$ cat src/common/chip_pkg.sv
/*
  Shared sizes, address map and bus types for the always-on CTN harness.
  All sizes are fixed here; modules carry no parameters of their own.
*/
package chip_pkg;

  //////////////////////
  // Bus and bank sizes
  //////////////////////
  localparam int unsigned ADDR_W    = 32;
  localparam int unsigned DATA_W    = 32;
  localparam int unsigned STRB_W    = 4;
  localparam int unsigned NUM_PINS  = 32;
  localparam int unsigned NUM_PADS  = 19;
  localparam int unsigned POR_CNT_W = 4;

  typedef logic [ADDR_W-1:0]    addr_t;
  typedef logic [DATA_W-1:0]    data_t;
  typedef logic [STRB_W-1:0]    strb_t;
  typedef logic [NUM_PINS-1:0]  pin_vec_t;
  typedef logic [NUM_PADS-1:0]  pad_vec_t;
  typedef logic [7:0]           word_idx_t;
  typedef logic [POR_CNT_W-1:0] por_cnt_t;

  //////////////////////
  // Address map
  //////////////////////
  localparam addr_t       CTN_BASE  = 32'h4000_0000;
  localparam int unsigned CTN_SIZE  = 1024;
  localparam int unsigned CTN_DEPTH = 256;
  localparam addr_t       PAD_BASE  = 32'h5000_0000;
  localparam int unsigned PAD_SIZE  = 64;

  // Pad register offsets
  localparam addr_t PAD_OUT_OFS      = 32'h0;
  localparam addr_t PAD_OE_OFS       = 32'h4;
  localparam addr_t PAD_PULL_EN_OFS  = 32'h8;
  localparam addr_t PAD_PULL_SEL_OFS = 32'hC;
  localparam addr_t PAD_IN_OFS       = 32'h10;

  //////////////////////
  // Pad to pin map
  //////////////////////
  // Generic GPIOs sit on pads and pins 0 up to NUM_GPIO-1
  localparam int unsigned NUM_GPIO        = 14;
  localparam int unsigned NUM_SW_STRAPS   = 3;
  localparam int unsigned PAD_SW_STRAP_LO = 14;
  localparam int unsigned PAD_TAP_STRAP1  = 17;
  localparam int unsigned PAD_TAP_STRAP0  = 18;
  localparam int unsigned PIN_SW_STRAP_LO = 22;
  localparam int unsigned PIN_TAP_STRAP1  = 27;
  localparam int unsigned PIN_TAP_STRAP0  = 30;

  typedef struct packed {
    logic  psel;
    logic  penable;
    logic  pwrite;
    addr_t paddr;
    data_t pwdata;
    strb_t pstrb;
  } apb_req_t;

  typedef struct packed {
    logic  pready;
    data_t prdata;
    logic  pslverr;
  } apb_rsp_t;

  typedef struct packed {
    pad_vec_t out;
    pad_vec_t oe;
    pad_vec_t pull_en;
    pad_vec_t pull_sel;
  } pad_ctrl_t;

  typedef struct packed {
    pin_vec_t d2p;
    pin_vec_t en_d2p;
    pin_vec_t pull_en;
    pin_vec_t pull_select;
  } gpio_pins_t;

  typedef enum logic [1:0] {
    SRAM_IDLE,
    SRAM_WAIT,
    SRAM_DONE
  } sram_state_e;

endpackage

$ cat src/design/por_sequencer.sv
/*
  Counter restarts on rst_i and saturates; the core stays in reset until
  saturation, 15 cycles after rst_i falls.
*/
`timescale 1ns/1ps

module por_sequencer (
  input  logic clk_aon,
  input  logic rst_i,
  output logic vcc_supp_o,
  output logic por_done_o,
  output logic core_rst_o
);

  chip_pkg::por_cnt_t cnt_q;

  // Count up and hold at the top
  always_ff @(posedge clk_aon) begin
    if (rst_i) begin
      cnt_q <= '0;
    end else if (cnt_q != '1) begin
      cnt_q <= cnt_q + 1'b1;
    end
  end

  // Supply glitches low, high, low, then settles high
  always_comb begin
    case (cnt_q[chip_pkg::POR_CNT_W-1 -: 2])
      2'b00:   vcc_supp_o = 1'b0;
      2'b01:   vcc_supp_o = 1'b1;
      2'b10:   vcc_supp_o = 1'b0;
      default: vcc_supp_o = 1'b1;
    endcase
  end

  assign por_done_o = (cnt_q == '1);
  assign core_rst_o = rst_i | ~por_done_o;

endmodule

$ cat config.mk
export PLATFORM = sky130hd
export DESIGN_NAME = por_sequencer
export DESIGN_NICKNAME = d
export VERILOG_FILES = /design/src/common/chip_pkg.sv /design/src/design/por_sequencer.sv
export SDC_FILE = /design/constraint.sdc
export NUM_CORES = 1
export LEC_CHECK = 0
export BUFFER_PORTS_ARGS = -buffer_cell sky130_fd_sc_hd__clkbuf_2
export CAP_MARGIN = 0
export CORE_AREA = 2 2 39 41
export DETAILED_ROUTE_END_ITERATION = 8
export DIE_AREA = 0 0 41 43
export PLACE_DENSITY = 0.3
export SLEW_MARGIN = 5
export SYNTH_ARGS = -nofsm -noshare
export SYNTH_HDL_FRONTEND = slang
export SYNTH_SLANG_ARGS = --single-unit
export TNS_END_PERCENT = 10
$ cat constraint.sdc
create_clock -name clk_aon -period 1.3 [get_ports clk_aon]
set_input_delay 0.26 -clock clk_aon [delete_from_list [all_inputs] [get_ports clk_aon]]
set_output_delay 0.26 -clock clk_aon [all_outputs]
set_load 0.005 [all_outputs]
==> impl_metrics.env <==
export IMPL_die_area_um2=1760
export IMPL_syn2layout_area_growth_pct=57.5
export IMPL_top_register="cnt_q"
export IMPL_num_io_pins=5
export IMPL_grt_max_degree=8
export IMPL_synth_warnings=0
export IMPL_die_x_um=41
export IMPL_critical_path_peak_fanout=3
export IMPL_antenna_found_initial=0
export IMPL_post_route_period_util=1.02
export IMPL_vias=194
export IMPL_rsz0062_at_grt="yes"
export IMPL_path_clk_slew_ps=40
export IMPL_largest_reg_flops=4
export IMPL_worst_slew_pin_slew_ps=196
export IMPL_cap_viol_max_count=0
export IMPL_clock_sinks=4
export IMPL_first_global_vias=196
export IMPL_p_comb_frac=0.132
export IMPL_holdBufCountCts=0
export IMPL_min_path_type="in -> reg"
export IMPL_drt_met1_wl_um=228
export IMPL_synthCells=20
export IMPL_drt_initial_drc_count=2
export IMPL_finClkSkew_ps=9.02
export IMPL_root_buffer="clkbuf_4"
export IMPL_min_period_ps=1320
export IMPL_max_freq_mhz=756
export IMPL_ys_ff_latch=4
export IMPL_setup_viol_count_final=1
export IMPL_grt_pass1_wl_um=897
export IMPL_drc=0
export IMPL_drive_gt1_frac=0.613
export IMPL_numCtsBuffers=3
export IMPL_switching_share=0.237
export IMPL_syn_area_um2=200
export IMPL_hpwl_um=337
export IMPL_status="finished with violations"
export IMPL_synth_distinct_cells=15
export IMPL_stdcell_area_um2=315
export IMPL_start_kind="flop"
export IMPL_viasPerCell=4.13
export IMPL_io_buffers=4
export IMPL_required_ps=1040
export IMPL_violations="negative setup slack"
export IMPL_p_total_mw=0.342
export IMPL_synth_nets=23
export IMPL_clockBufferDepth=2
export IMPL_ant_nets=0
export IMPL_core_area_um2=1380
export IMPL_end_kind="primary output"
export IMPL_fin_ws_ps=-22.9
export IMPL_worstPathArrival_ps=1060
export IMPL_drt_pass1_iter_count=2
export IMPL_p_int_mw=0.261
export IMPL_path_class="reg -> out"
export IMPL_hold_viol=0
export IMPL_grt_total_usage=0.0823
export IMPL_clkPwrFrac=0.459
export IMPL_tns_ps=-22.9
export IMPL_place_congestion=0.672
export IMPL_row_count=14
export IMPL_overflow=0
export IMPL_cts_tree="done"
export IMPL_slew_headroom=0.869
export IMPL_seqPwrFrac=0.409
export IMPL_nets=36
export IMPL_avgSynthCellArea_um2=10.0
export IMPL_slew_viol_final=0
export IMPL_placed_area_um2=259
export IMPL_whs_ps=269
export IMPL_met3WireLength_um=15
export IMPL_pwr_density_cell_nw_per_um2=1090
export IMPL_p_leak_nw=0.129
export IMPL_p_sw_mw=0.0810
export IMPL_reg_top3="cnt_q: 4 flops"
export IMPL_diodes=0
export IMPL_die_h_um=43
export IMPL_clock_latency_ps=240
export IMPL_routed_wl_met2_um=248
export IMPL_start_util=0.145
export IMPL_peakVddDrop_uv=330
export IMPL_routed_wl_um=493
export IMPL_ys_seq_area_frac=0.400
export IMPL_wl_per_cell_um=10.5
export IMPL_topRoutingLayerUsed="met3"
export IMPL_htree_levels=1
-- layout by cell type, fill, tap and decap left out --
master and n:
a31oi_1 1, nand2b_1 3, a211oi_2 1, clkbuf_4 3
clkbuf_2 4, buf_4 5, and3_4 1, nor3_1 1
dfxtp_2 2, a31o_2 1, nor2_1 1, and4b_1 1
dfxtp_1 2, a21oi_1 1, and3b_2 1, ha_4 1
nand4_1 1, mux2i_1 1
-- critical path, stage by stage, from the launching register on --
cell and delay (ps):
dfxtp_2 330, ha_4 150, and3_4 180, nand2b_1 60, clkbuf_2 100
-- power by group through the flow --
stage	Sequential, mW	Clock, mW	Combinational, mW
2_1_floorplan	0.140	0	0.0175
3_3_place_gp	0.139	0	0.0351
3_5_place_dp	0.139	0	0.0361
4_1_cts	0.140	0.166	0.0453
5_1_grt	0.142	0.175	0.0525
6_report	0.140	0.157	0.0451
-- layout make-up --
cell class	count	area, µm²
fill	159	1070
multi-input combinational	15	133
sequential	4	82.6
timing repair buffer	9	57.6
clock buffer	3	22.5
tap	16	20.0
-- per-layer routing --
metal | global-route usage | up-vias
met5 | 0 | -
li1 | - | 101
met3 | 0.0314 | 0
met1 | 0.0997 | 90
met4 | 0.0800 | 0
met2 | 0.103 | 3
-- synthesized netlist by cell type --
library cell | n | area [µm²]
mux2i_1 | 1 | 10.0
and3_2 | 1 | 7.51
nor3_1 | 1 | 5.00
nor2_1 | 1 | 3.75
a31o_2 | 1 | 8.76
a31oi_1 | 1 | 6.26
ha_1 | 1 | 12.5
a211oi_2 | 1 | 12.5
and4b_1 | 1 | 10.0
dfxtp_1 | 4 | 80.1
and3b_2 | 1 | 10.0
a21oi_1 | 1 | 5.00
nand4_1 | 1 | 6.26
nand2b_1 | 3 | 18.8
clkbuf_1 | 1 | 3.75
-- kinds of logic (layout without fill, tap and decap cells) --
kind of cell	count (synthesis)	in the layout	share of synthesized area
flip-flops	4	4	0.400
AO/OA/AOI/OAI	4	4	0.162
adder cells (fa/ha/maj)	1	1	0.0625
buffers and inverters	1	12	0.0187
AND/OR/NAND/NOR	9	9	0.306
multiplexers	1	1	0.0500
-- what timing repair did --
action / in CTS / in global routing
endpoints found under the setup margin: 2 / 2
gates cloned: 0 / 0
buffers inserted: 2 / 0
resized for setup: 5 / 0
pin swaps: 1 / 0
-- path summary, 6_finish.rpt --
path | startpoint | to | slack (ps) | cells after the start
max | cnt_q[0] | core_rst_o | -20 | 4
min | rst_i | cnt_q[0] | 270 | 2
max reg2reg | cnt_q[0] | cnt_q[3] | 230 | 4
min reg2reg | cnt_q[3] | cnt_q[0] | 530 | 2
-- per-stage QoR --
step / cells / setup WS, ps / utilization
2_1_floorplan: 20 / 157 / -
3_3_place_gp: 42 / 122 / 0.187
3_5_place_dp: 42 / 121 / 0.187
4_1_cts: 47 / -35.8 / 0.228
5_1_grt: 47 / -66.5 / 0.228
6_report: 47 / -22.9 / 0.228
Note: power is estimated with default switching activity, not from simulation.
