## src/common/chip_pkg.sv

```systemverilog
/*
  Shared sizes, address map and bus types for the always-on CTN harness.
  All sizes are fixed here; modules carry no parameters of their own.
*/
package chip_pkg;

  //////////////////////
  // Bus and bank sizes
  //////////////////////
  localparam int unsigned ADDR_W    = 32;
  localparam int unsigned DATA_W    = 32;
  localparam int unsigned STRB_W    = 4;
  localparam int unsigned NUM_PINS  = 32;
  localparam int unsigned NUM_PADS  = 19;
  localparam int unsigned POR_CNT_W = 4;

  typedef logic [ADDR_W-1:0]    addr_t;
  typedef logic [DATA_W-1:0]    data_t;
  typedef logic [STRB_W-1:0]    strb_t;
  typedef logic [NUM_PINS-1:0]  pin_vec_t;
  typedef logic [NUM_PADS-1:0]  pad_vec_t;
  typedef logic [7:0]           word_idx_t;
  typedef logic [POR_CNT_W-1:0] por_cnt_t;

  //////////////////////
  // Address map
  //////////////////////
  localparam addr_t       CTN_BASE  = 32'h4000_0000;
  localparam int unsigned CTN_SIZE  = 1024;
  localparam int unsigned CTN_DEPTH = 256;
  localparam addr_t       PAD_BASE  = 32'h5000_0000;
  localparam int unsigned PAD_SIZE  = 64;

  // Pad register offsets
  localparam addr_t PAD_OUT_OFS      = 32'h0;
  localparam addr_t PAD_OE_OFS       = 32'h4;
  localparam addr_t PAD_PULL_EN_OFS  = 32'h8;
  localparam addr_t PAD_PULL_SEL_OFS = 32'hC;
  localparam addr_t PAD_IN_OFS       = 32'h10;

  //////////////////////
  // Pad to pin map
  //////////////////////
  // Generic GPIOs sit on pads and pins 0 up to NUM_GPIO-1
  localparam int unsigned NUM_GPIO        = 14;
  localparam int unsigned NUM_SW_STRAPS   = 3;
  localparam int unsigned PAD_SW_STRAP_LO = 14;
  localparam int unsigned PAD_TAP_STRAP1  = 17;
  localparam int unsigned PAD_TAP_STRAP0  = 18;
  localparam int unsigned PIN_SW_STRAP_LO = 22;
  localparam int unsigned PIN_TAP_STRAP1  = 27;
  localparam int unsigned PIN_TAP_STRAP0  = 30;

  typedef struct packed {
    logic  psel;
    logic  penable;
    logic  pwrite;
    addr_t paddr;
    data_t pwdata;
    strb_t pstrb;
  } apb_req_t;

  typedef struct packed {
    logic  pready;
    data_t prdata;
    logic  pslverr;
  } apb_rsp_t;

  typedef struct packed {
    pad_vec_t out;
    pad_vec_t oe;
    pad_vec_t pull_en;
    pad_vec_t pull_sel;
  } pad_ctrl_t;

  typedef struct packed {
    pin_vec_t d2p;
    pin_vec_t en_d2p;
    pin_vec_t pull_en;
    pin_vec_t pull_select;
  } gpio_pins_t;

  typedef enum logic [1:0] {
    SRAM_IDLE,
    SRAM_WAIT,
    SRAM_DONE
  } sram_state_e;

endpackage

```

## src/ctn/ctn_decoder.sv

```systemverilog
/*
  Window is decoded once in the setup phase and held for the transfer.
  Addresses outside both windows get an error in the first access cycle.
*/
`timescale 1ns/1ps

module ctn_decoder (
  input  logic               clk_aon,
  input  logic               rst_i,
  input  chip_pkg::apb_req_t host_req_i,
  output chip_pkg::apb_rsp_t host_rsp_o,
  output chip_pkg::apb_req_t sram_req_o,
  input  chip_pkg::apb_rsp_t sram_rsp_i,
  output chip_pkg::apb_req_t pad_req_o,
  input  chip_pkg::apb_rsp_t pad_rsp_i
);

  logic setup_phase;
  logic sram_hit, pad_hit;
  logic sram_sel, pad_sel;
  logic sram_sel_q, pad_sel_q, err_sel_q;

  assign setup_phase = host_req_i.psel & ~host_req_i.penable;

  // Window match on the masked address
  assign sram_hit = (host_req_i.paddr & ~chip_pkg::addr_t'(chip_pkg::CTN_SIZE - 1)) ==
                    chip_pkg::CTN_BASE;
  assign pad_hit  = (host_req_i.paddr & ~chip_pkg::addr_t'(chip_pkg::PAD_SIZE - 1)) ==
                    chip_pkg::PAD_BASE;

  always_ff @(posedge clk_aon) begin
    if (rst_i) begin
      sram_sel_q <= 1'b0;
      pad_sel_q  <= 1'b0;
      err_sel_q  <= 1'b0;
    end else if (setup_phase) begin
      sram_sel_q <= sram_hit;
      pad_sel_q  <= pad_hit;
      err_sel_q  <= ~sram_hit & ~pad_hit;
    end
  end

  // Live decode during setup, held selection afterwards
  assign sram_sel = setup_phase ? sram_hit : sram_sel_q;
  assign pad_sel  = setup_phase ? pad_hit  : pad_sel_q;

  always_comb begin
    sram_req_o      = host_req_i;
    sram_req_o.psel = host_req_i.psel & sram_sel;
    pad_req_o       = host_req_i;
    pad_req_o.psel  = host_req_i.psel & pad_sel;
  end

  //////////////////////
  // Response mux
  //////////////////////
  always_comb begin
    host_rsp_o = '0;
    if (sram_sel_q) begin
      host_rsp_o = sram_rsp_i;
    end else if (pad_sel_q) begin
      host_rsp_o = pad_rsp_i;
    end else if (err_sel_q) begin
      host_rsp_o.pready  = host_req_i.psel & host_req_i.penable;
      host_rsp_o.pslverr = host_rsp_o.pready;
    end
  end

endmodule

```

## config.mk

```make
export PLATFORM = sky130hd
export DESIGN_NAME = ctn_decoder
export DESIGN_NICKNAME = d
export VERILOG_FILES = /design/src/common/chip_pkg.sv /design/src/ctn/ctn_decoder.sv
export SDC_FILE = /design/constraint.sdc
export NUM_CORES = 1
export LEC_CHECK = 0
export BUFFER_PORTS_ARGS = -buffer_cell sky130_fd_sc_hd__clkbuf_2
export CAP_MARGIN = 20
export CORE_AREA = 8 8 116 118
export DETAILED_ROUTE_END_ITERATION = 6
export DIE_AREA = 0 0 124 126
export PLACE_DENSITY = 0.47
export SETUP_SLACK_MARGIN = 0.15
export SLEW_MARGIN = 30
export SYNTH_ARGS = -nofsm -noshare
export SYNTH_HDL_FRONTEND = slang
export SYNTH_SLANG_ARGS = --single-unit
```

## constraint.sdc

```tcl
create_clock -name clk_aon -period 1.2 [get_ports clk_aon]
set_input_delay 0.12 -clock clk_aon [delete_from_list [all_inputs] [get_ports clk_aon]]
set_output_delay 0.12 -clock clk_aon [all_outputs]
set_load 0.005 [all_outputs]
```

==> metrics.yaml <==
critical_path:
  cp.required_ns: 1.08
  path_max_fanout: 3
  critPathMaxStageDelay_ns: 0.28
  crit_slowest_cell: "o31ai_2"
  arrival_ns: 1.27
  start_kind: "input port"
  cp_top_family: "simple AND/OR/NAND/NOR gates"
  worst-path-buf-inv: 2
  worstPathCellList: "clkbuf_2, nor4b_2, nand4_1, o31ai_2, and2_1, buf_2"
  crit_type: "input port to output port"
  end_kind: "output port"
placed_design:
  port_buffers: 187
  gp_congestion: 0.687
  place_ws_ns: -0.372
  place_hpwl_mm: 5.79
logic_synthesis:
  ys_warn_count: 0
  synth_fp_nets: 358
  yosys.area.top_type_share: 0.642
  synth_seq_cells: 3
  ys_seq_area_frac: 0.0367
  syn_area_um2: 1640
  synth_cells: 217
  synth_cell_types: 24
  yosys.area.top_type: "buf_4"
  synthTopCellsByArea: "buf_4 64%, a22o_1 17%, dfxtp_1 3.7%"
  avgSynthCellArea_um2: 7.54
clocking:
  clock_path_buffers: 2
  clock_latency_ns: 0.22
  ctsHtreeMaxLevel: 1
  cts_made_buffers: 3
  clkTransAtPathRegs_ns: 0.03
  root_buffer: "clkbuf_16"
  hold_buffers: 0
  tritoncts: "yes"
  clock_sinks: 3
cells_and_area:
  final_common_cell: "clkbuf_2"
  antennaDiodeCount: 0
  nets: 438
  final_layout_size_suffix_gt1_frac: 0.807
  syn_to_final_growth_pct: 36.9
  layout_common_cells: "167 x clkbuf_2, 31 x a22o_1, 23 x buf_4"
flow_run:
  cap_violations: 0
pwr:
  power.density_nw_per_um2: 456
  power_mw: 1.02
  ir_worst_vdd_uv: 290
  power_leakage_nw: 1.26
global_route:
  grt_pass1_vias: 1819
  grt_max_degree: 24
  grt_usage: 0.0787
  grt_pass1_wl_mm: 9.65
  antenna_found_initial: 0
  grt-ovfl-total: 0
routing:
  final_antenna_net_count: 0
  via_per_inst: 3.72
  via_count: 1649
  wl_mm: 7.14
  drt_iter0_drc: 15
  wl_per_cell_um: 16.1
  drc: 0
  dr.pass1.iters: 2
floorplanning:
  die_area_um2: 15600
  io_pins: 317
  initial_core_util: 0.140
  die_x_um: 124
  rows: 40
  core_um2: 11700
  die_h_um: 126
worst_hold_path:
  hp-class: "input port to flip-flop"
sta:
  setup_viol_count_final: 36
  min_period_ns: 1.39
  fmax_mhz: 721
  slew_headroom: 0.852
  timing.final.ws_setup_ns: -0.186
  worst_pin_slew_ns: 0.219
  slew_viol_final: 0
  skew_ns: 0
  finalCritPeriodShare: 1.16
  finalHoldViolations: 0
  rsz0062_at_grt: "yes"
outcome:
  run_status: "finished, violations left"
  violations: "setup timing"
[worst paths after layout]
| path | startpoint | end | slack [ns] | cells after the start |
|---|---|---|---|---|
| worst max-delay path | host_req_i[57] | pad_req_o[70] | -0.19 | 6 |
| worst min-delay path | rst_i | pad_sel_q | 0.22 | 3 |
| worst max register to register | sram_sel_q | sram_sel_q | 0.10 | 4 |
| worst min register to register | err_sel_q | err_sel_q | 0.56 | 2 |
[synth_stat cells]
| library cell | instances |
|---|---|
| buf_2 | 4 |
| nand4_1 | 1 |
| buf_4 | 140 |
| a21oi_1 | 3 |
| nand4b_1 | 1 |
| nor2_1 | 2 |
| a22o_1 | 31 |
| o31ai_1 | 1 |
| nor4_2 | 2 |
| nor4_1 | 1 |
| and2_1 | 2 |
| inv_1 | 1 |
| o41ai_1 | 1 |
| a32o_1 | 1 |
| nor4b_2 | 1 |
| o21ai_0 | 5 |
| nor3_1 | 3 |
| nor2b_1 | 2 |
| nand2_1 | 6 |
| clkbuf_1 | 3 |
| and4b_1 | 1 |
| nand3_1 | 1 |
| dfxtp_1 | 3 |
| nand2b_1 | 1 |
[sequential cells by signal, indices dropped and copies added, names as in the netlist]
name / flops
sram_sel_q: 1
pad_sel_q: 1
err_sel_q: 1
[worst min-delay path, stage by stage]
cell and delay [ns]:
clkbuf_2 0.10, inv_1 0.06, and2_1 0.13
[final cells by class]
class / count / area, um^2
clock buffers: 4 / 78.8
fillers: 1328 / 9470
inverters: 1 / 3.75
multi-input cells: 66 / 562
flip-flops and latches: 3 / 67.6
well taps: 147 / 184
repair buffers: 222 / 1350
[where the power goes]
| part | switching (mW) | internal (mW) | leakage [nW] |
|---|---|---|---|
| Sequential | 0.00108 | 0.0982 | 0.0260 |
| Clock | 0.0917 | 0.439 | 0.0382 |
| Combinational | 0.160 | 0.233 | 1.20 |
[metrics by stage]
step                      utilization  TNS (ns)  std cells  hold slack, ns  area (um^2)
after floorplan                     -         0        217           0.298         1640
after global placement          0.161    -0.716        429           0.240         1890
after detailed placement        0.161    -0.958        429           0.240         1890
after CTS                       0.179     -4.42        437           0.223         2100
after global routing            0.191     -5.95        443           0.240         2240
final                           0.191     -4.04        443           0.222         2240
[what timing repair did]
item	CTS	global route
hold endpoints to repair	0	0
endpoints found under the setup margin	37	39
gates cloned	2	2
pin swaps	3	11
buffers inserted	2	4
gates resized for setup	15	37
[logic make-up after synthesis]
kind of cell           synth area share
AO/OA/AOI/OAI                     0.206
AND/OR/NAND/NOR                  0.0933
flip-flops                       0.0367
buffers and inverters             0.664
[layer usage]
layer  wire length [um]  vias up  part of all wire  global-route usage
met5                  0        -                 0                   0
met3               1030       42              0.14              0.0250
met1               2210      722              0.31              0.0711
met2               3530      119              0.49               0.144
li1                   -      766                 -                   -
met4                372        0             0.052              0.0553
No activity file was read; power rests on OpenSTA's default activity.
