**src/common/chip_pkg.sv**
```systemverilog
/*
  Shared sizes, address map and bus types for the always-on CTN harness.
  All sizes are fixed here; modules carry no parameters of their own.
*/
package chip_pkg;

  //////////////////////
  // Bus and bank sizes
  //////////////////////
  localparam int unsigned ADDR_W    = 32;
  localparam int unsigned DATA_W    = 32;
  localparam int unsigned STRB_W    = 4;
  localparam int unsigned NUM_PINS  = 32;
  localparam int unsigned NUM_PADS  = 19;
  localparam int unsigned POR_CNT_W = 4;

  typedef logic [ADDR_W-1:0]    addr_t;
  typedef logic [DATA_W-1:0]    data_t;
  typedef logic [STRB_W-1:0]    strb_t;
  typedef logic [NUM_PINS-1:0]  pin_vec_t;
  typedef logic [NUM_PADS-1:0]  pad_vec_t;
  typedef logic [7:0]           word_idx_t;
  typedef logic [POR_CNT_W-1:0] por_cnt_t;

  //////////////////////
  // Address map
  //////////////////////
  localparam addr_t       CTN_BASE  = 32'h4000_0000;
  localparam int unsigned CTN_SIZE  = 1024;
  localparam int unsigned CTN_DEPTH = 256;
  localparam addr_t       PAD_BASE  = 32'h5000_0000;
  localparam int unsigned PAD_SIZE  = 64;

  // Pad register offsets
  localparam addr_t PAD_OUT_OFS      = 32'h0;
  localparam addr_t PAD_OE_OFS       = 32'h4;
  localparam addr_t PAD_PULL_EN_OFS  = 32'h8;
  localparam addr_t PAD_PULL_SEL_OFS = 32'hC;
  localparam addr_t PAD_IN_OFS       = 32'h10;

  //////////////////////
  // Pad to pin map
  //////////////////////
  // Generic GPIOs sit on pads and pins 0 up to NUM_GPIO-1
  localparam int unsigned NUM_GPIO        = 14;
  localparam int unsigned NUM_SW_STRAPS   = 3;
  localparam int unsigned PAD_SW_STRAP_LO = 14;
  localparam int unsigned PAD_TAP_STRAP1  = 17;
  localparam int unsigned PAD_TAP_STRAP0  = 18;
  localparam int unsigned PIN_SW_STRAP_LO = 22;
  localparam int unsigned PIN_TAP_STRAP1  = 27;
  localparam int unsigned PIN_TAP_STRAP0  = 30;

  typedef struct packed {
    logic  psel;
    logic  penable;
    logic  pwrite;
    addr_t paddr;
    data_t pwdata;
    strb_t pstrb;
  } apb_req_t;

  typedef struct packed {
    logic  pready;
    data_t prdata;
    logic  pslverr;
  } apb_rsp_t;

  typedef struct packed {
    pad_vec_t out;
    pad_vec_t oe;
    pad_vec_t pull_en;
    pad_vec_t pull_sel;
  } pad_ctrl_t;

  typedef struct packed {
    pin_vec_t d2p;
    pin_vec_t en_d2p;
    pin_vec_t pull_en;
    pin_vec_t pull_select;
  } gpio_pins_t;

  typedef enum logic [1:0] {
    SRAM_IDLE,
    SRAM_WAIT,
    SRAM_DONE
  } sram_state_e;

endpackage

```
**src/padring/pad_map.sv**
```systemverilog
/*
  Fixed map of 19 logical pads onto the 32-pin bank; unmapped pins read as
  don't care and are driven low. Inputs pass a two-flop synchronizer.
*/
`timescale 1ns/1ps

module pad_map (
  input  logic                 clk_aon,
  input  logic                 rst_i,
  input  chip_pkg::pad_ctrl_t  pad_ctrl_i,
  input  chip_pkg::pin_vec_t   gpio_p2d_i,
  output chip_pkg::gpio_pins_t gpio_o,
  output chip_pkg::pad_vec_t   pad_in_o
);

  chip_pkg::pad_vec_t pad_raw;
  chip_pkg::pad_vec_t sync_q1, sync_q2;

  // Pad vector onto pin positions, everything else zero
  function automatic chip_pkg::pin_vec_t scatter(chip_pkg::pad_vec_t pads);
    chip_pkg::pin_vec_t pins;
    pins = '0;
    pins[chip_pkg::NUM_GPIO-1:0] = pads[chip_pkg::NUM_GPIO-1:0];
    pins[chip_pkg::PIN_SW_STRAP_LO +: chip_pkg::NUM_SW_STRAPS] =
      pads[chip_pkg::PAD_SW_STRAP_LO +: chip_pkg::NUM_SW_STRAPS];
    pins[chip_pkg::PIN_TAP_STRAP1] = pads[chip_pkg::PAD_TAP_STRAP1];
    pins[chip_pkg::PIN_TAP_STRAP0] = pads[chip_pkg::PAD_TAP_STRAP0];
    return pins;
  endfunction

  // Gather mapped pins back into pad order
  always_comb begin
    pad_raw = '0;
    pad_raw[chip_pkg::NUM_GPIO-1:0] = gpio_p2d_i[chip_pkg::NUM_GPIO-1:0];
    pad_raw[chip_pkg::PAD_SW_STRAP_LO +: chip_pkg::NUM_SW_STRAPS] =
      gpio_p2d_i[chip_pkg::PIN_SW_STRAP_LO +: chip_pkg::NUM_SW_STRAPS];
    pad_raw[chip_pkg::PAD_TAP_STRAP1] = gpio_p2d_i[chip_pkg::PIN_TAP_STRAP1];
    pad_raw[chip_pkg::PAD_TAP_STRAP0] = gpio_p2d_i[chip_pkg::PIN_TAP_STRAP0];
  end

  always_ff @(posedge clk_aon) begin
    if (rst_i) begin
      sync_q1 <= '0;
      sync_q2 <= '0;
    end else begin
      sync_q1 <= pad_raw;
      sync_q2 <= sync_q1;
    end
  end

  assign pad_in_o = sync_q2;

  assign gpio_o.d2p         = scatter(pad_ctrl_i.out);
  assign gpio_o.en_d2p      = scatter(pad_ctrl_i.oe);
  assign gpio_o.pull_en     = scatter(pad_ctrl_i.pull_en);
  assign gpio_o.pull_select = scatter(pad_ctrl_i.pull_sel);

endmodule

```
**config.mk**
```make
export PLATFORM = sky130hd
export DESIGN_NAME = pad_map
export DESIGN_NICKNAME = d
export VERILOG_FILES = /design/src/common/chip_pkg.sv /design/src/padring/pad_map.sv
export SDC_FILE = /design/constraint.sdc
export NUM_CORES = 1
export LEC_CHECK = 0
export BUFFER_PORTS_ARGS = -buffer_cell sky130_fd_sc_hd__buf_2
export CAP_MARGIN = 20
export CORE_AREA = 8 8 93 95
export DETAILED_ROUTE_END_ITERATION = 8
export DIE_AREA = 0 0 101 103
export PLACE_DENSITY = 0.72
export SYNTH_ARGS = -nofsm -noshare
export SYNTH_HDL_FRONTEND = slang
export SYNTH_SLANG_ARGS = --single-unit
```
**constraint.sdc**
```tcl
create_clock -name clk_aon -period 0.8 [get_ports clk_aon]
set_input_delay 0.12 -clock clk_aon [delete_from_list [all_inputs] [get_ports clk_aon]]
set_output_delay 0.12 -clock clk_aon [all_outputs]
set_load 0.02 [all_outputs]
```
==> results of run 1 <==
[area by class of cell]
cell class                 instances  area, µm²  area share
timing repair buffer              44        414       0.206
clock buffer                       6       82.6      0.0411
sequential                        38        785       0.391
multi-input combinational         90        591       0.294
clock inverter                     2       12.5     0.00623
tap                               99        124      0.0617
[how the worst min path moves through the flow]
stage	start	to	slack (ns)	depth (start not counted)
3_3_place_gp	pad_ctrl_i[65]	gpio_o[104]	0.24	0
6_report	gpio_p2d_i[24]	sync_q1[16]	0.04	2
2_1_floorplan	gpio_p2d_i[24]	sync_q1[16]	0.25	1
4_1_cts	gpio_p2d_i[24]	sync_q1[16]	0.02	2
3_5_place_dp	pad_ctrl_i[65]	gpio_o[104]	0.24	0
5_1_grt	gpio_p2d_i[24]	sync_q1[16]	0.03	2
[per-layer routing]
layer  vias to the layer above  wire length [µm]  track usage
met5                         -                 0            0
met4                         0               179       0.0676
met3                        24               526       0.0344
met2                        76              1580       0.0937
met1                       396               925       0.0424
li1                        382                 -            -
[per-stage QoR]
step	cell area, µm²	setup WS, ns	hold WS, ns
CTS	2010	-0.0739	0.0237
detailed placement	1770	0.0616	0.240
global placement	1770	0.0851	0.240
global route	2010	-0.0856	0.0270
finish	2010	-0.0493	0.0407
floorplan	2370	0.247	0.245
[report_power, final]
part | internal (mW) | total [mW] | switching (mW)
Combinational | 0.250 | 0.629 | 0.379
Clock | 0.692 | 1.36 | 0.663
Sequential | 1.99 | 2.01 | 0.0259
[state kept, by name (all words and copies together), names as in the netlist]
register,flops
pad_in_o,19
sync_q1,19
[synth_stat cells]
library cell  count
buf_4           128
dfxtp_1          38
nor2b_4          20
nor2b_1          12
and2b_1           6
buf_12            2
buf_2             1
buf_6             1
conb_1            1
[kinds of logic (layout without fill, tap and decap cells)]
group,after synthesis,in the layout,synth area share
buffers and inverters,132,52,0.467
other,1,52,0.00172
AND/OR/NAND/NOR,38,38,0.182
flip-flops,38,38,0.349
[what timing repair did]
item	in CTS	in global routing
gates cloned	0	0
endpoints found under the setup margin	19	19
gates resized for setup	57	0
hold buffers	0	0
==> impl_metrics.csv, run 1 <==
group,metric,value,unit
outcome,outcome,"finished with violations",
outcome,failed_checks,"setup timing",
power_and_ir_drop,powerDensity,1990,nW/µm²
power_and_ir_drop,ir_drop,0.000615,V
critical_path,cp_slowest_cell,"dfxtp_2",
critical_path,crit_cells,1,
global_routing,grt_pass1_vias,977,
finish,drive_above_1_share,0.506,
placement,dp_cells,271,
synthesis,synth_top_area_share,0.441,
sta,setup_violations,19,
cts,clock-sinks,38,
critical_path,critPathMaxFanout,1,
placement,portBuffers,39,
cts,cts_root_buffer,"clkbuf_8",
synthesis,seq_area_frac_synth,0.349,
detailed_routing,num_vias,878,
global_routing,grt_overflow,0,
critical_path,critPathRequiredTime,0.68,ns
sta,fmax,1180,MHz
synthesis,ys_ff_latch,38,
critical_path,r2r-end,"pad_in_o[4]",
sta,timing.final.crit_share,1.06,
global_routing,track_usage,0.0570,
synthesis,syn_area,2180,µm²
finish,instances_no_fill,279,
sta,drv_slew,0,
detailed_routing,via_per_inst,3.15,
finish,final_common_cell,"conb_1",
sta,fin_ws,-0.0493,ns
finish,fin_util,0.281,
critical_path,endpoint_kind,"output port",
cts,cts_buffer_depth,2,
finish,layout.nets,289,
synthesis,syn_avg_cell_area,10.4,µm²
cts,clock_latency,0.28,ns
power_and_ir_drop,power.leakage,0.978,nW
placement,dp_hpwl,2.58,mm
detailed_routing,drtIter0Drc,4,
cts,htree_levels,2,
sta,post-route-min-period,0.849,ns
detailed_routing,antenna_left,0,
critical_path,r2r-start,"sync_q1[4]",
critical_path,crit_path_start_kind,"flip-flop",
finish,final_cell_mix,"52 x conb_1, 20 x nor2b_4, 20 x buf_2",
critical_path,crit_buf_inv,1,
cts,numCtsBuffers,5,
detailed_routing,wl_per_cell,11.5,µm
global_routing,grt_pass1_wl,4.56,mm
finish,final.fill_count,770,
critical_path,cp.arrival,0.73,ns
floorplan,num_rows,31,
synthesis,yosysTopAreaCell,"buf_4",
floorplan,initial_core_util,0.305,
synthesis,ys_warn_count,0,
sta,fin_skew,0.00298,ns
finish,synthToLayoutAreaGrowth,-7.76,%
critical_path,crit_type,"reg -> out",
critical_path,reg2reg_depth,1,
detailed_routing,routed_wl,3.21,mm
critical_path,cpLargestDelayFamily,"flip-flops",
critical_path,slowest_delay,0.33,ns
critical_path,endpoint,"pad_in_o[16]",
global_routing,antenna_found_initial,0,
floorplan,core-area,7140,µm²
cts,post-cts-setup-buffers,0,
sta,rsz0062_at_grt,"yes",
global_routing,grt_max_degree,14,
critical_path,regToRegSetupSlack,0.26,ns
synthesis,synth_cell_types,9,
sta,tns,-0.732,ns
floorplan,ioPinCount,257,
critical_path,critical_path.startpoint,"pad_in_o[16]",
detailed_routing,dr.pass1.iters,2,
floorplan,die_area,10400,µm²
floorplan,fp.dieH,103,µm
detailed_routing,drc,0,
cts,cts_tree,"built",
sta,final_hold_viol_count,0,
worst_hold_path,min_path_type,"in -> reg",
synthesis,syn_inst,209,
placement,place_congestion,0.639,
cts,clk_pin_slew,0.08,ns
job,max_cap_viol_count,0,
floorplan,die_w,101,µm
finish,num_antenna_cells,0,
synthesis,yosys-top-cells-area,"buf_4 44%, dfxtp_1 35%, nor2b_4 13%",
critical_path,crit_path_cell_trace,"buf_6",
power_and_ir_drop,p_total,4.00,mW
(Power assumes the default switching activity.)
==> run 2: changes to the inputs <==
Settings changed: GPL_TIMING_DRIVEN set to 0.
==> impl_metrics.csv, run 2 (same netlist as run 1, synthesis figures left out) <==
group,metric,value,unit
cts,cts_root_buffer,"clkbuf_8",
outcome,failed_checks,"setup timing",
floorplan,fp.dieH,103,µm
cts,clock-sinks,38,
floorplan,die_area,10400,µm²
finish,final_common_cell,"buf_4",
floorplan,die_w,101,µm
power_and_ir_drop,p_int,3.44,mW
finish,drive_above_1_share,0.767,
sta,timing.final.crit_share,1.05,
critical_path,cp.arrival,0.72,ns
global_routing,antenna_found_initial,0,
sta,post-route-min-period,0.844,ns
cts,ctsHoldBuffers,0,
critical_path,reg2reg_depth,1,
placement,dp_cells,473,
finish,num_antenna_cells,0,
floorplan,initial_core_util,0.305,
job,max_cap_viol_count,0,
sta,whs,0.0419,ns
detailed_routing,dr.pass1.iters,2,
detailed_routing,drtIter0Drc,14,
cts,cts_buffer_depth,2,
placement,dp_hpwl,4.98,mm
worst_hold_path,min_from,"gpio_p2d_i[24]",
power_and_ir_drop,power.leakage,1.90,nW
critical_path,crit_path_start_kind,"flip-flop",
power_and_ir_drop,powerDensity,1490,nW/µm²
power_and_ir_drop,ir_drop,0.000596,V
critical_path,cpLargestDelayFamily,"flip-flops",
finish,synthToLayoutAreaGrowth,51.6,%
sta,setup_violations,19,
cts,post-cts-setup-buffers,0,
cts,cts_tree,"built",
detailed_routing,num_vias,1558,
floorplan,ioPinCount,257,
power_and_ir_drop,p_sw_frac,0.300,
global_routing,grt_overflow,0,
sta,drv_slew,0,
power_and_ir_drop,clkPwrFrac,0.276,
cts,clk_pin_slew,0.07,ns
critical_path,critical_path.startpoint,"pad_in_o[17]",
detailed_routing,routed_wl,5.56,mm
finish,final_cell_mix,"128 x buf_4, 96 x buf_2, 52 x conb_1",
placement,place_congestion,0.678,
power_and_ir_drop,seqPwrFrac,0.410,
critical_path,regToRegSetupSlack,0.26,ns
worst_hold_path,whs_path_depth,2,
global_routing,track_usage,0.0910,
worst_hold_path,hold_end,"sync_q1[16]",
cts,numCtsBuffers,5,
sta,fmax,1180,MHz
finish,instances_no_fill,481,
global_routing,grt_pass1_wl,7.57,mm
critical_path,r2r-start,"sync_q1[2]",
finish,layout.nets,491,
worst_hold_path,min_path_type,"in -> reg",
power_and_ir_drop,p_total,4.91,mW
global_routing,grt_pass1_vias,1631,
placement,portBuffers,114,
critical_path,cp_slowest_cell,"dfxtp_2",
floorplan,num_rows,31,
critical_path,endpoint_kind,"output port",
critical_path,crit_cells,1,
critical_path,crit_type,"reg -> out",
critical_path,crit_buf_inv,1,
sta,final_hold_viol_count,0,
sta,fin_ws,-0.0440,ns
detailed_routing,wl_per_cell,11.6,µm
power_and_ir_drop,comb_power_share,0.314,
cts,clock_latency,0.28,ns
outcome,outcome,"finished with violations",
sta,fin_skew,0.00316,ns
detailed_routing,via_per_inst,3.24,
detailed_routing,antenna_left,0,
critical_path,critPathRequiredTime,0.68,ns
sta,rsz0062_at_grt,"yes",
detailed_routing,drc,0,
global_routing,grt_max_degree,13,
placement,place_ws,0.182,ns
cts,htree_levels,2,
critical_path,critPathMaxFanout,1,
power_and_ir_drop,power_switching,1.47,mW
critical_path,crit_path_cell_trace,"buf_6",
critical_path,slowest_delay,0.32,ns
critical_path,r2r-end,"pad_in_o[2]",
floorplan,core-area,7140,µm²
run 2: cell types whose count changed in the layout (fill, tap and decap cells not counted), sizes merged:
| cell | delta |
|---|---|
| buf | +202 |
run 2: per-stage QoR:
step / setup TNS, ns / util / area [µm²]
2_1_floorplan: 0 / - / 2370
3_3_place_gp: 0 / 0.429 / 3060
3_5_place_dp: 0 / 0.429 / 3060
4_1_cts: -1.08 / 0.462 / 3300
5_1_grt: -1.26 / 0.462 / 3300
6_report: -0.744 / 0.462 / 3300
run 2: how the worst max path moves through the flow:
stage                         endpoint
after detailed placement    sync_q1[1]
after global placement      sync_q1[1]
after CTS                 pad_in_o[13]
final                     pad_in_o[17]
after floorplan           pad_in_o[15]
after global routing      pad_in_o[15]
run 2: cell type report:
| class | instances | area, µm² |
|---|---|---|
| plain buffers | 132 | 1020 |
| clock buffers | 6 | 82.6 |
| clock inverters | 2 | 12.5 |
| fillers | 701 | 3840 |
| multi-input cells | 90 | 591 |
| flip-flops and latches | 38 | 785 |
| well taps | 99 | 124 |
| repair buffers | 114 | 689 |
run 2: power by group through the flow:
stage | registers [mW] | clock network, mW | logic [mW]
CTS | 2.01 | 1.44 | 1.54
floorplan | 2.09 | 0 | 1.15
global route | 2.02 | 1.50 | 1.64
global placement | 2.04 | 0 | 1.48
detailed placement | 2.04 | 0 | 1.50
finish | 2.01 | 1.35 | 1.54
run 2: metal layers:
layer  share of wire  vias up  track usage  wire length [µm]
li1                -      786            -                 -
met1            0.33      644       0.0833              1830
met2            0.53      126        0.171              2950
met3            0.13        2       0.0452               749
met4          0.0061        0       0.0309                34
met5               0        -            0                 0
run 2: repair_timing:
action	in CTS	in global routing
endpoints found under the setup margin	19	19
gates resized for setup	57	0
gates cloned	0	0
pin swaps	0	0
