[config.mk]
export PLATFORM = sky130hd
export DESIGN_NAME = pad_regs
export DESIGN_NICKNAME = d
export VERILOG_FILES = /design/src/common/chip_pkg.sv /design/src/padring/pad_regs.sv
export SDC_FILE = /design/constraint.sdc
export NUM_CORES = 1
export LEC_CHECK = 0
export BUFFER_PORTS_ARGS = -buffer_cell sky130_fd_sc_hd__clkbuf_2
export CORE_AREA = 2 2 91 93
export DETAILED_ROUTE_END_ITERATION = 10
export DIE_AREA = 0 0 93 95
export MAX_ROUTING_LAYER = met4
export PLACE_DENSITY = 0.9
export SLEW_MARGIN = 20
export SYNTH_ARGS = -nofsm -noshare
export SYNTH_HDL_FRONTEND = slang
export SYNTH_SLANG_ARGS = --single-unit
[constraint.sdc]
create_clock -name clk_aon -period 2 [get_ports clk_aon]
set_input_delay 0.2 -clock clk_aon [delete_from_list [all_inputs] [get_ports clk_aon]]
set_output_delay 0.2 -clock clk_aon [all_outputs]
set_load 0.005 [all_outputs]
[src/common/chip_pkg.sv]
/*
  Shared sizes, address map and bus types for the always-on CTN harness.
  All sizes are fixed here; modules carry no parameters of their own.
*/
package chip_pkg;

  //////////////////////
  // Bus and bank sizes
  //////////////////////
  localparam int unsigned ADDR_W    = 32;
  localparam int unsigned DATA_W    = 32;
  localparam int unsigned STRB_W    = 4;
  localparam int unsigned NUM_PINS  = 32;
  localparam int unsigned NUM_PADS  = 19;
  localparam int unsigned POR_CNT_W = 4;

  typedef logic [ADDR_W-1:0]    addr_t;
  typedef logic [DATA_W-1:0]    data_t;
  typedef logic [STRB_W-1:0]    strb_t;
  typedef logic [NUM_PINS-1:0]  pin_vec_t;
  typedef logic [NUM_PADS-1:0]  pad_vec_t;
  typedef logic [7:0]           word_idx_t;
  typedef logic [POR_CNT_W-1:0] por_cnt_t;

  //////////////////////
  // Address map
  //////////////////////
  localparam addr_t       CTN_BASE  = 32'h4000_0000;
  localparam int unsigned CTN_SIZE  = 1024;
  localparam int unsigned CTN_DEPTH = 256;
  localparam addr_t       PAD_BASE  = 32'h5000_0000;
  localparam int unsigned PAD_SIZE  = 64;

  // Pad register offsets
  localparam addr_t PAD_OUT_OFS      = 32'h0;
  localparam addr_t PAD_OE_OFS       = 32'h4;
  localparam addr_t PAD_PULL_EN_OFS  = 32'h8;
  localparam addr_t PAD_PULL_SEL_OFS = 32'hC;
  localparam addr_t PAD_IN_OFS       = 32'h10;

  //////////////////////
  // Pad to pin map
  //////////////////////
  // Generic GPIOs sit on pads and pins 0 up to NUM_GPIO-1
  localparam int unsigned NUM_GPIO        = 14;
  localparam int unsigned NUM_SW_STRAPS   = 3;
  localparam int unsigned PAD_SW_STRAP_LO = 14;
  localparam int unsigned PAD_TAP_STRAP1  = 17;
  localparam int unsigned PAD_TAP_STRAP0  = 18;
  localparam int unsigned PIN_SW_STRAP_LO = 22;
  localparam int unsigned PIN_TAP_STRAP1  = 27;
  localparam int unsigned PIN_TAP_STRAP0  = 30;

  typedef struct packed {
    logic  psel;
    logic  penable;
    logic  pwrite;
    addr_t paddr;
    data_t pwdata;
    strb_t pstrb;
  } apb_req_t;

  typedef struct packed {
    logic  pready;
    data_t prdata;
    logic  pslverr;
  } apb_rsp_t;

  typedef struct packed {
    pad_vec_t out;
    pad_vec_t oe;
    pad_vec_t pull_en;
    pad_vec_t pull_sel;
  } pad_ctrl_t;

  typedef struct packed {
    pin_vec_t d2p;
    pin_vec_t en_d2p;
    pin_vec_t pull_en;
    pin_vec_t pull_select;
  } gpio_pins_t;

  typedef enum logic [1:0] {
    SRAM_IDLE,
    SRAM_WAIT,
    SRAM_DONE
  } sram_state_e;

endpackage

[src/padring/pad_regs.sv]
/*
  Zero-wait register file; pstrb is ignored, writes take the low 19 bits.
  PAD_IN_OFS is read only; writes to it and unlisted offsets return pslverr.
*/
`timescale 1ns/1ps

module pad_regs (
  input  logic                clk_aon,
  input  logic                rst_i,
  input  chip_pkg::apb_req_t  req_i,
  output chip_pkg::apb_rsp_t  rsp_o,
  input  chip_pkg::pad_vec_t  pad_in_i,
  output chip_pkg::pad_ctrl_t pad_ctrl_o
);

  chip_pkg::addr_t     ofs;
  chip_pkg::pad_vec_t  rd_vec;
  chip_pkg::pad_vec_t  wr_vec;
  chip_pkg::pad_ctrl_t ctrl_q;
  logic                access;
  logic                ofs_ok;
  logic                bad;

  assign ofs    = req_i.paddr & chip_pkg::addr_t'(chip_pkg::PAD_SIZE - 1);
  assign access = req_i.psel & req_i.penable;
  assign wr_vec = chip_pkg::pad_vec_t'(req_i.pwdata);

  // Offset decode and read mux
  always_comb begin
    ofs_ok = 1'b1;
    rd_vec = '0;
    case (ofs)
      chip_pkg::PAD_OUT_OFS:      rd_vec = ctrl_q.out;
      chip_pkg::PAD_OE_OFS:       rd_vec = ctrl_q.oe;
      chip_pkg::PAD_PULL_EN_OFS:  rd_vec = ctrl_q.pull_en;
      chip_pkg::PAD_PULL_SEL_OFS: rd_vec = ctrl_q.pull_sel;
      chip_pkg::PAD_IN_OFS:       rd_vec = pad_in_i;
      default:                    ofs_ok = 1'b0;
    endcase
  end

  assign bad = ~ofs_ok | (req_i.pwrite & (ofs == chip_pkg::PAD_IN_OFS));

  always_ff @(posedge clk_aon) begin
    if (rst_i) begin
      ctrl_q <= '0;
    end else if (access && req_i.pwrite && !bad) begin
      case (ofs)
        chip_pkg::PAD_OUT_OFS:      ctrl_q.out      <= wr_vec;
        chip_pkg::PAD_OE_OFS:       ctrl_q.oe       <= wr_vec;
        chip_pkg::PAD_PULL_EN_OFS:  ctrl_q.pull_en  <= wr_vec;
        chip_pkg::PAD_PULL_SEL_OFS: ctrl_q.pull_sel <= wr_vec;
        default: ;
      endcase
    end
  end

  always_comb begin
    rsp_o         = '0;
    rsp_o.pready  = access;
    rsp_o.prdata  = chip_pkg::data_t'(rd_vec);
    rsp_o.pslverr = access & bad;
  end

  assign pad_ctrl_o = ctrl_q;

endmodule

==> qor.txt, run 1 <==
Clk slew on worst S/H paths = 80 ps
Routed vias/inst = 5.42
Clock latency on the worst-skew pair = 340 ps
Die width = 93 µm
Routed WL = 11,200 µm
Synth warn = 0
Crit Path Category = input pin to output pin
Post-CTS Setup Inserts = 0
Vert. Die Dim = 95 µm
Clock Path Buffers = 2
Layout cells sized above 1 = 32.9%
Element type at the critical path end = output pin
Min-Delay Startpoint = req_i[14]
Clk pwr share = 40.7%
Tot Pwr = 2.81 mW
FF-to-FF setup slack = 1310 ps
Area post-placement = 0.00421 mm²
Core region area = 0.00793 mm²
Gate power share = 5.4%
Switching share of power = 23.7%
Inst Count DP = 681
P_int = 2.15 mW
Hold endpoint = pad_ctrl_o[29]
RSZ-0062 raised after global routing = false
Via count = 3,780
CP max FO = 10
Worst reg2reg path endpoint = pad_ctrl_o[31]
Area grow syn2layout = 33.2%
Post-DRT Antenna Nets = 0
Final hold violation count = 0
Post-synth top cells = nand2_1, a21oi_1, dfxtp_1
Peak supply drop = 418 µV
CTS root buffer = clkbuf_8
Synth area leader = dfxtp_1
Largest cells by area after synthesis = dfxtp_1, nand2_1, a21oi_1, a22oi_1, a222oi_1
Count leader, synth = nand2_1
Nets = 679
Fmax = 0.546 GHz
FP Rows = 33
EDFF count, synth = 0
Hold_buf cts = 0
CTS buffer count = 9
DRT Pass-1 Iters = 6
Die area = 0.00884 mm²
Initial antenna violation count = 0
Fin area = 0.00441 mm²
GRT overflow = 0
Required time worst endpoint = 1800 ps
Io pins = 202
Max-Cap Viols = 0
Power per cell area = 638 mW/mm²
Path depth of the worst reg2reg path = 2
Synth Flop Type = dfxtp_1
Worst hold path stage count = 3
Largest net degree at the start of global routing = 77
CTS H-tree lvls = 3
Hold WC Path Type = input pin to flip-flop
Reg-to-Reg Start = pad_ctrl_o[31]
Clock tree from TritonCTS = yes
Non-filler cells, final = 697
Setup TNS = 0 ps
Num Clock Sinks = 76
Residual DRC count = 0
Seq/Total Area, Yosys = 46.0%
Initial Util = 41.7%
Final WS setup = 169 ps
Yosys reg bits = 76
Yosys cell types = 23
Netlist Area Pre-Place = 0.00331 mm²
Max reg flops = 76
Syn_area_per_cell = 7.66 µm²
Fin Clk Skew = 0 ps
Final number of setup-violating endpoints = 0
First-pass GRT wire length = 17,000 µm
DP HPWL = 8090 µm
CP arrival = 1630 ps
Port Buffer Count = 145
Net Sw Power = 0.666 mW
Cell count after synthesis = 432
Period utilization = 91.5%
P_leak = 1.93 nW
Max Slew Vio Count = 0
Routability congestion estimate = 0.847
Startpoint types = input pin
WL/cell = 16.1 µm
Reg power frac = 53.8%
Vias in the first global route = 3,462
Initial DRC Count = 413
Post_cts resized = 0
Yosys top cell area share = 46.0%
Diode count = 0
Status = complete, no violations
Pre-CTS WS = 21.1 ps
GRT Overall Usage = 25.3%
Asr flop ratio synth = 0%
Min Tclk post-route = 1830 ps
per-stage QoR:
stage               utilization (%)  hold slack, ps
floorplan                         -             336
global placement               53.1             453
detailed placement             53.1             461
CTS                            55.6             105
global route                   55.6             107
finish                         55.6             116
how the worst max path moves through the flow:
stage / startpoint / endpoint
2_1_floorplan: req_i[37] / pad_ctrl_o[27]
3_3_place_gp: req_i[37] / rsp_o[16]
3_5_place_dp: req_i[37] / rsp_o[17]
4_1_cts: req_i[37] / rsp_o[17]
5_1_grt: req_i[37] / rsp_o[16]
6_report: req_i[37] / rsp_o[8]
area by class of cell:
cell class                      count  area, µm²
Clock buffer                       10        128
Clock inverter                      6       63.8
Sequential cell                    76       1520
Multi-Input combinational cell    326       1600
Fill cell                         730       3520
Timing Repair Buffer              174        968
Tap cell                          105        131
kinds of logic (layout without fill, tap and decap cells):
family	after synthesis	after routing	share of synthesized area, %
AND/OR/NAND/NOR	199	199	25.3
other	1	13	0.113
AO/OA/AOI/OAI	114	114	21.3
flip-flops	76	76	46.0
buffers and inverters	42	190	7.30
cells in the final DEF (no fill, tap or decap):
cell type and n:
nor3_4 3, a222oi_1 16, bufinv_16 1, clkbuf_8 9, a22oi_1 22, or3_1 1, and4b_1 1, nand3_1 6
clkinv_2 2, nor2_2 2, a21oi_1 76, nand4_1 1, buf_12 2, and2_1 2, nor2_1 2, nand2b_1 2
buf_4 27, clkinvlp_4 2, inv_6 1, nand2_1 172, dfxtp_1 76, nor4_1 1, nor2b_1 1, clkbuf_1 1
clkbuf_2 145, or4_4 1, conb_1 13, and3_1 4
layer usage:
layer	global-route usage [%]	vias up	share of wire (%)
met5	-	-	0
met4	8.46	0	1.4
met3	5.35	16	8.1
met2	43.8	218	51
met1	29.3	1778	39
li1	-	1768	-
worst max-delay path, cell delays in order:
cell and delay (ps):
clkbuf_2 100, or4_4 620, nor2_2 160, buf_4 220, a22oi_1 140, nand2_1 90
clkbuf_2 100
power groups by stage:
| stage | clock network [mW] | logic (mW) | registers, mW |
|---|---|---|---|
| finish | 1.15 | 0.153 | 1.51 |
| global route | 1.24 | 0.167 | 1.52 |
| CTS | 1.17 | 0.149 | 1.51 |
| detailed placement | 0 | 0.148 | 1.55 |
| global placement | 0 | 0.143 | 1.55 |
| floorplan | 0 | 0.0730 | 1.55 |
(Power assumes the default switching activity.)
==> inputs of run 2 (changes only) <==
Settings changed: CORE_AREA 2 2 91 93 to 2 2 88 90, DIE_AREA 0 0 93 95 to 0 0 90 92, PLACE_DENSITY 0.9 to 0.95.
Clock period 2 ns to 2.3 ns, I/O delays scaled along.
==> run 2 against run 1 <==
Net effect:
- routed wire length down 2.8%
- global-route usage is 1.9 points higher
- core utilization rose by 3.5 points
- clock power shrank 9%
- count of clock-buffer cells in the layout unchanged
- critical path type unchanged
- power down 11%
- largest cell class unchanged
==> qor.txt, run 2 (synthesized netlist as in run 1, its figures left out) <==
Gate power share = 5.2% (-0.2 points)
Period utilization = 89.4%
Reg-to-Reg Start = pad_ctrl_o[71]
Initial Util = 44.4% (+2.7 points)
Most frequent cells in the layout = nand2_1, clkbuf_2, a21oi_1, dfxtp_1, buf_4
GRT Overall Usage = 27.2% (+1.9 points)
Initial DRC Count = 357 (-14%)
Post_cts resized = 0 (unchanged)
Element type at the critical path end = output pin
FF-to-FF setup slack = 1600 ps (+290 ps)
Crit path cell chain = clkbuf_2 > or4_1 > nor2_2 > buf_4 > a22oi_1 > nand3_1 > clkbuf_2
Peak supply drop = 370 µV (-11%)
Status = complete, no violations
Required time worst endpoint = 2070 ps (+270 ps)
Tot Pwr = 2.50 mW (-11%)
DRT Pass-1 Iters = 5 (-1)
CP max FO = 10 (unchanged)
Reg power frac = 52.7% (-1.1 points)
Clock tree from TritonCTS = yes
Clock latency on the worst-skew pair = 340 ps (about the same)
Startpoint types = input pin
WL/cell = 15.8 µm (-2.3%)
Filler Cells Inserted = 688 (-5.8%)
CTS H-tree lvls = 3 (unchanged)
Worst reg2reg path endpoint = pad_ctrl_o[71]
Final core occ = 59.1% (+3.5 points)
Fmax = 0.487 GHz
Layout cells sized above 1 = 32.8% (-0.11 points)
Io pins = 202 (unchanged)
Largest net degree at the start of global routing = 45 (-42%)
Multi-input gate area = 0.00159 mm² (-0.24%)
Crit Path Category = input pin to output pin
Switching share of power = 23.7% (about the same)
Final WS setup = 245 ps (+75.1 ps)
RSZ-0062 raised after global routing = false
Area post-placement = 0.00419 mm² (-0.56%)
P_int = 1.91 mW (-11%)
CTS root buffer = clkbuf_8
Max-Cap Viols = 0 (unchanged)
Max reg flops = 76 (unchanged)
Crit path to = rsp_o[9]
P_leak = 1.94 nW (+0.37%)
Final number of setup-violating endpoints = 0 (unchanged)
Slew headroom = 53.1%
Routed WL = 10,900 µm (-2.8%)
Post-CTS Setup Inserts = 0 (unchanged)
Max stage delay on crit path = 750 ps (+130 ps)
Residual DRC count = 0 (unchanged)
Die area = 0.00828 mm² (-6.3%)
First-pass GRT wire length = 17,600 µm (+3.5%)
Hold WC Path Type = input pin to flip-flop
Num Clock Sinks = 76 (unchanged)
Clock Path Buffers = 2 (unchanged)
Max Slew Vio Count = 0 (unchanged)
Most common cell after layout, fill and taps aside = nand2_1
Vias in the first global route = 3,587 (+3.6%)
Vert. Die Dim = 92 µm (-3.2%)
Path depth of the worst reg2reg path = 2 (unchanged)
Min Tclk post-route = 2060 ps
CP startpoint = req_i[37]
Pre-CTS WS = 241 ps (+220 ps)
Area grow syn2layout = 32.9%
Critical Path Most Common Cell = clkbuf_2
Fin area = 0.00440 mm² (-0.20%)
Power per cell area = 568 mW/mm² (-11%)
Routability congestion estimate = 0.802 (-5.3%)
Clk slew on worst S/H paths = 90 ps (about the same)
Nets = 678 (-0.15%)
Routed vias/inst = 5.46 (+0.68%)
Clk pwr share = 42.1% (+1.4 points)
FP Rows = 32 (-3.0%)
Post-DRT Antenna Nets = 0 (unchanged)
CTS buffer count = 9 (unchanged)
Die width = 90 µm (-3.2%)
Hold_buf cts = 0 (unchanged)
Sequential Area = 0.00152 mm² (unchanged)
GRT overflow = 0 (unchanged)
CP arrival = 1830 ps (+200 ps)
Slew @ Worst Pin = 704 ps
DP HPWL = 8160 µm (+0.80%)
Port Buffer Count = 145 (unchanged)
Setup TNS = 0 ps (unchanged)
Initial antenna violation count = 0 (unchanged)
Net Sw Power = 0.591 mW (-11%)
Core region area = 0.00745 mm² (-6.1%)
Via count = 3,784 (+0.11%)
Final hold violation count = 0 (unchanged)
Fin Clk Skew = 0 ps (unchanged)
Diode count = 0 (unchanged)
Crit-path slowest cell = or4_1
[run 2: changes by cell type in the layout (fill, tap and decap cells not counted)]
cell        delta
clkbuf_8       +1
clkinvlp_4     -2
or4_4          -1
inv_8          +1
clkinv_2       -1
clkbuf_1       -1
clkinv_4       +3
inv_6          -1
buf_12         -1
or4_1          +1
[run 2: how the worst min path moves through the flow]
stage / from / to / slack, ps / depth (start not counted)
after floorplan: req_i[4] / pad_ctrl_o[19] / 370 / 2
after detailed placement: pad_ctrl_o[2] / pad_ctrl_o[2] / 460 / 2
after CTS: req_i[7] / pad_ctrl_o[22] / 130 / 3
after global routing: req_i[7] / pad_ctrl_o[41] / 150 / 3
final: req_i[17] / pad_ctrl_o[51] / 150 / 3
after global placement: pad_ctrl_o[1] / pad_ctrl_o[1] / 450 / 2
[run 2: per-stage QoR]
step	instances	hold slack, ps
2_1_floorplan	444	366
3_3_place_gp	677	454
3_5_place_dp	677	460
4_1_cts	693	130
5_1_grt	693	146
6_report	693	150
[run 2: routing by layer]
metal,GRT usage [%],wire [µm],up-vias
met5,-,0,-
met4,12.2,270,0
met3,4.11,837,36
met2,47.1,5610,225
met1,31.4,4210,1751
li1,-,-,1772
[run 2: power by group through the flow]
| stage | clock, mW | sequential [mW] | combinational [mW] |
|---|---|---|---|
| floorplan | 0 | 1.35 | 0.0635 |
| global placement | 0 | 1.35 | 0.123 |
| detailed placement | 0 | 1.35 | 0.127 |
| CTS | 1.06 | 1.32 | 0.128 |
| global route | 1.13 | 1.32 | 0.142 |
| finish | 1.05 | 1.32 | 0.130 |
[run 2: critical path, delay by kind of cell]
family | cells | cell delay [ps]
AOI/OAI and AO/OA | 1 | 120
buffers and inverters | 3 | 420
and+or+nand+nor | 3 | 1050
[run 2: cell type report]
| type | count | share of cell area [%] |
|---|---|---|
| clock buffer | 10 | 3.13 |
| clock inverter | 6 | 1.65 |
| multi-input combinational | 326 | 36.2 |
| sequential | 76 | 34.6 |
| tap | 102 | 2.90 |
| timing repair buffer | 173 | 21.6 |
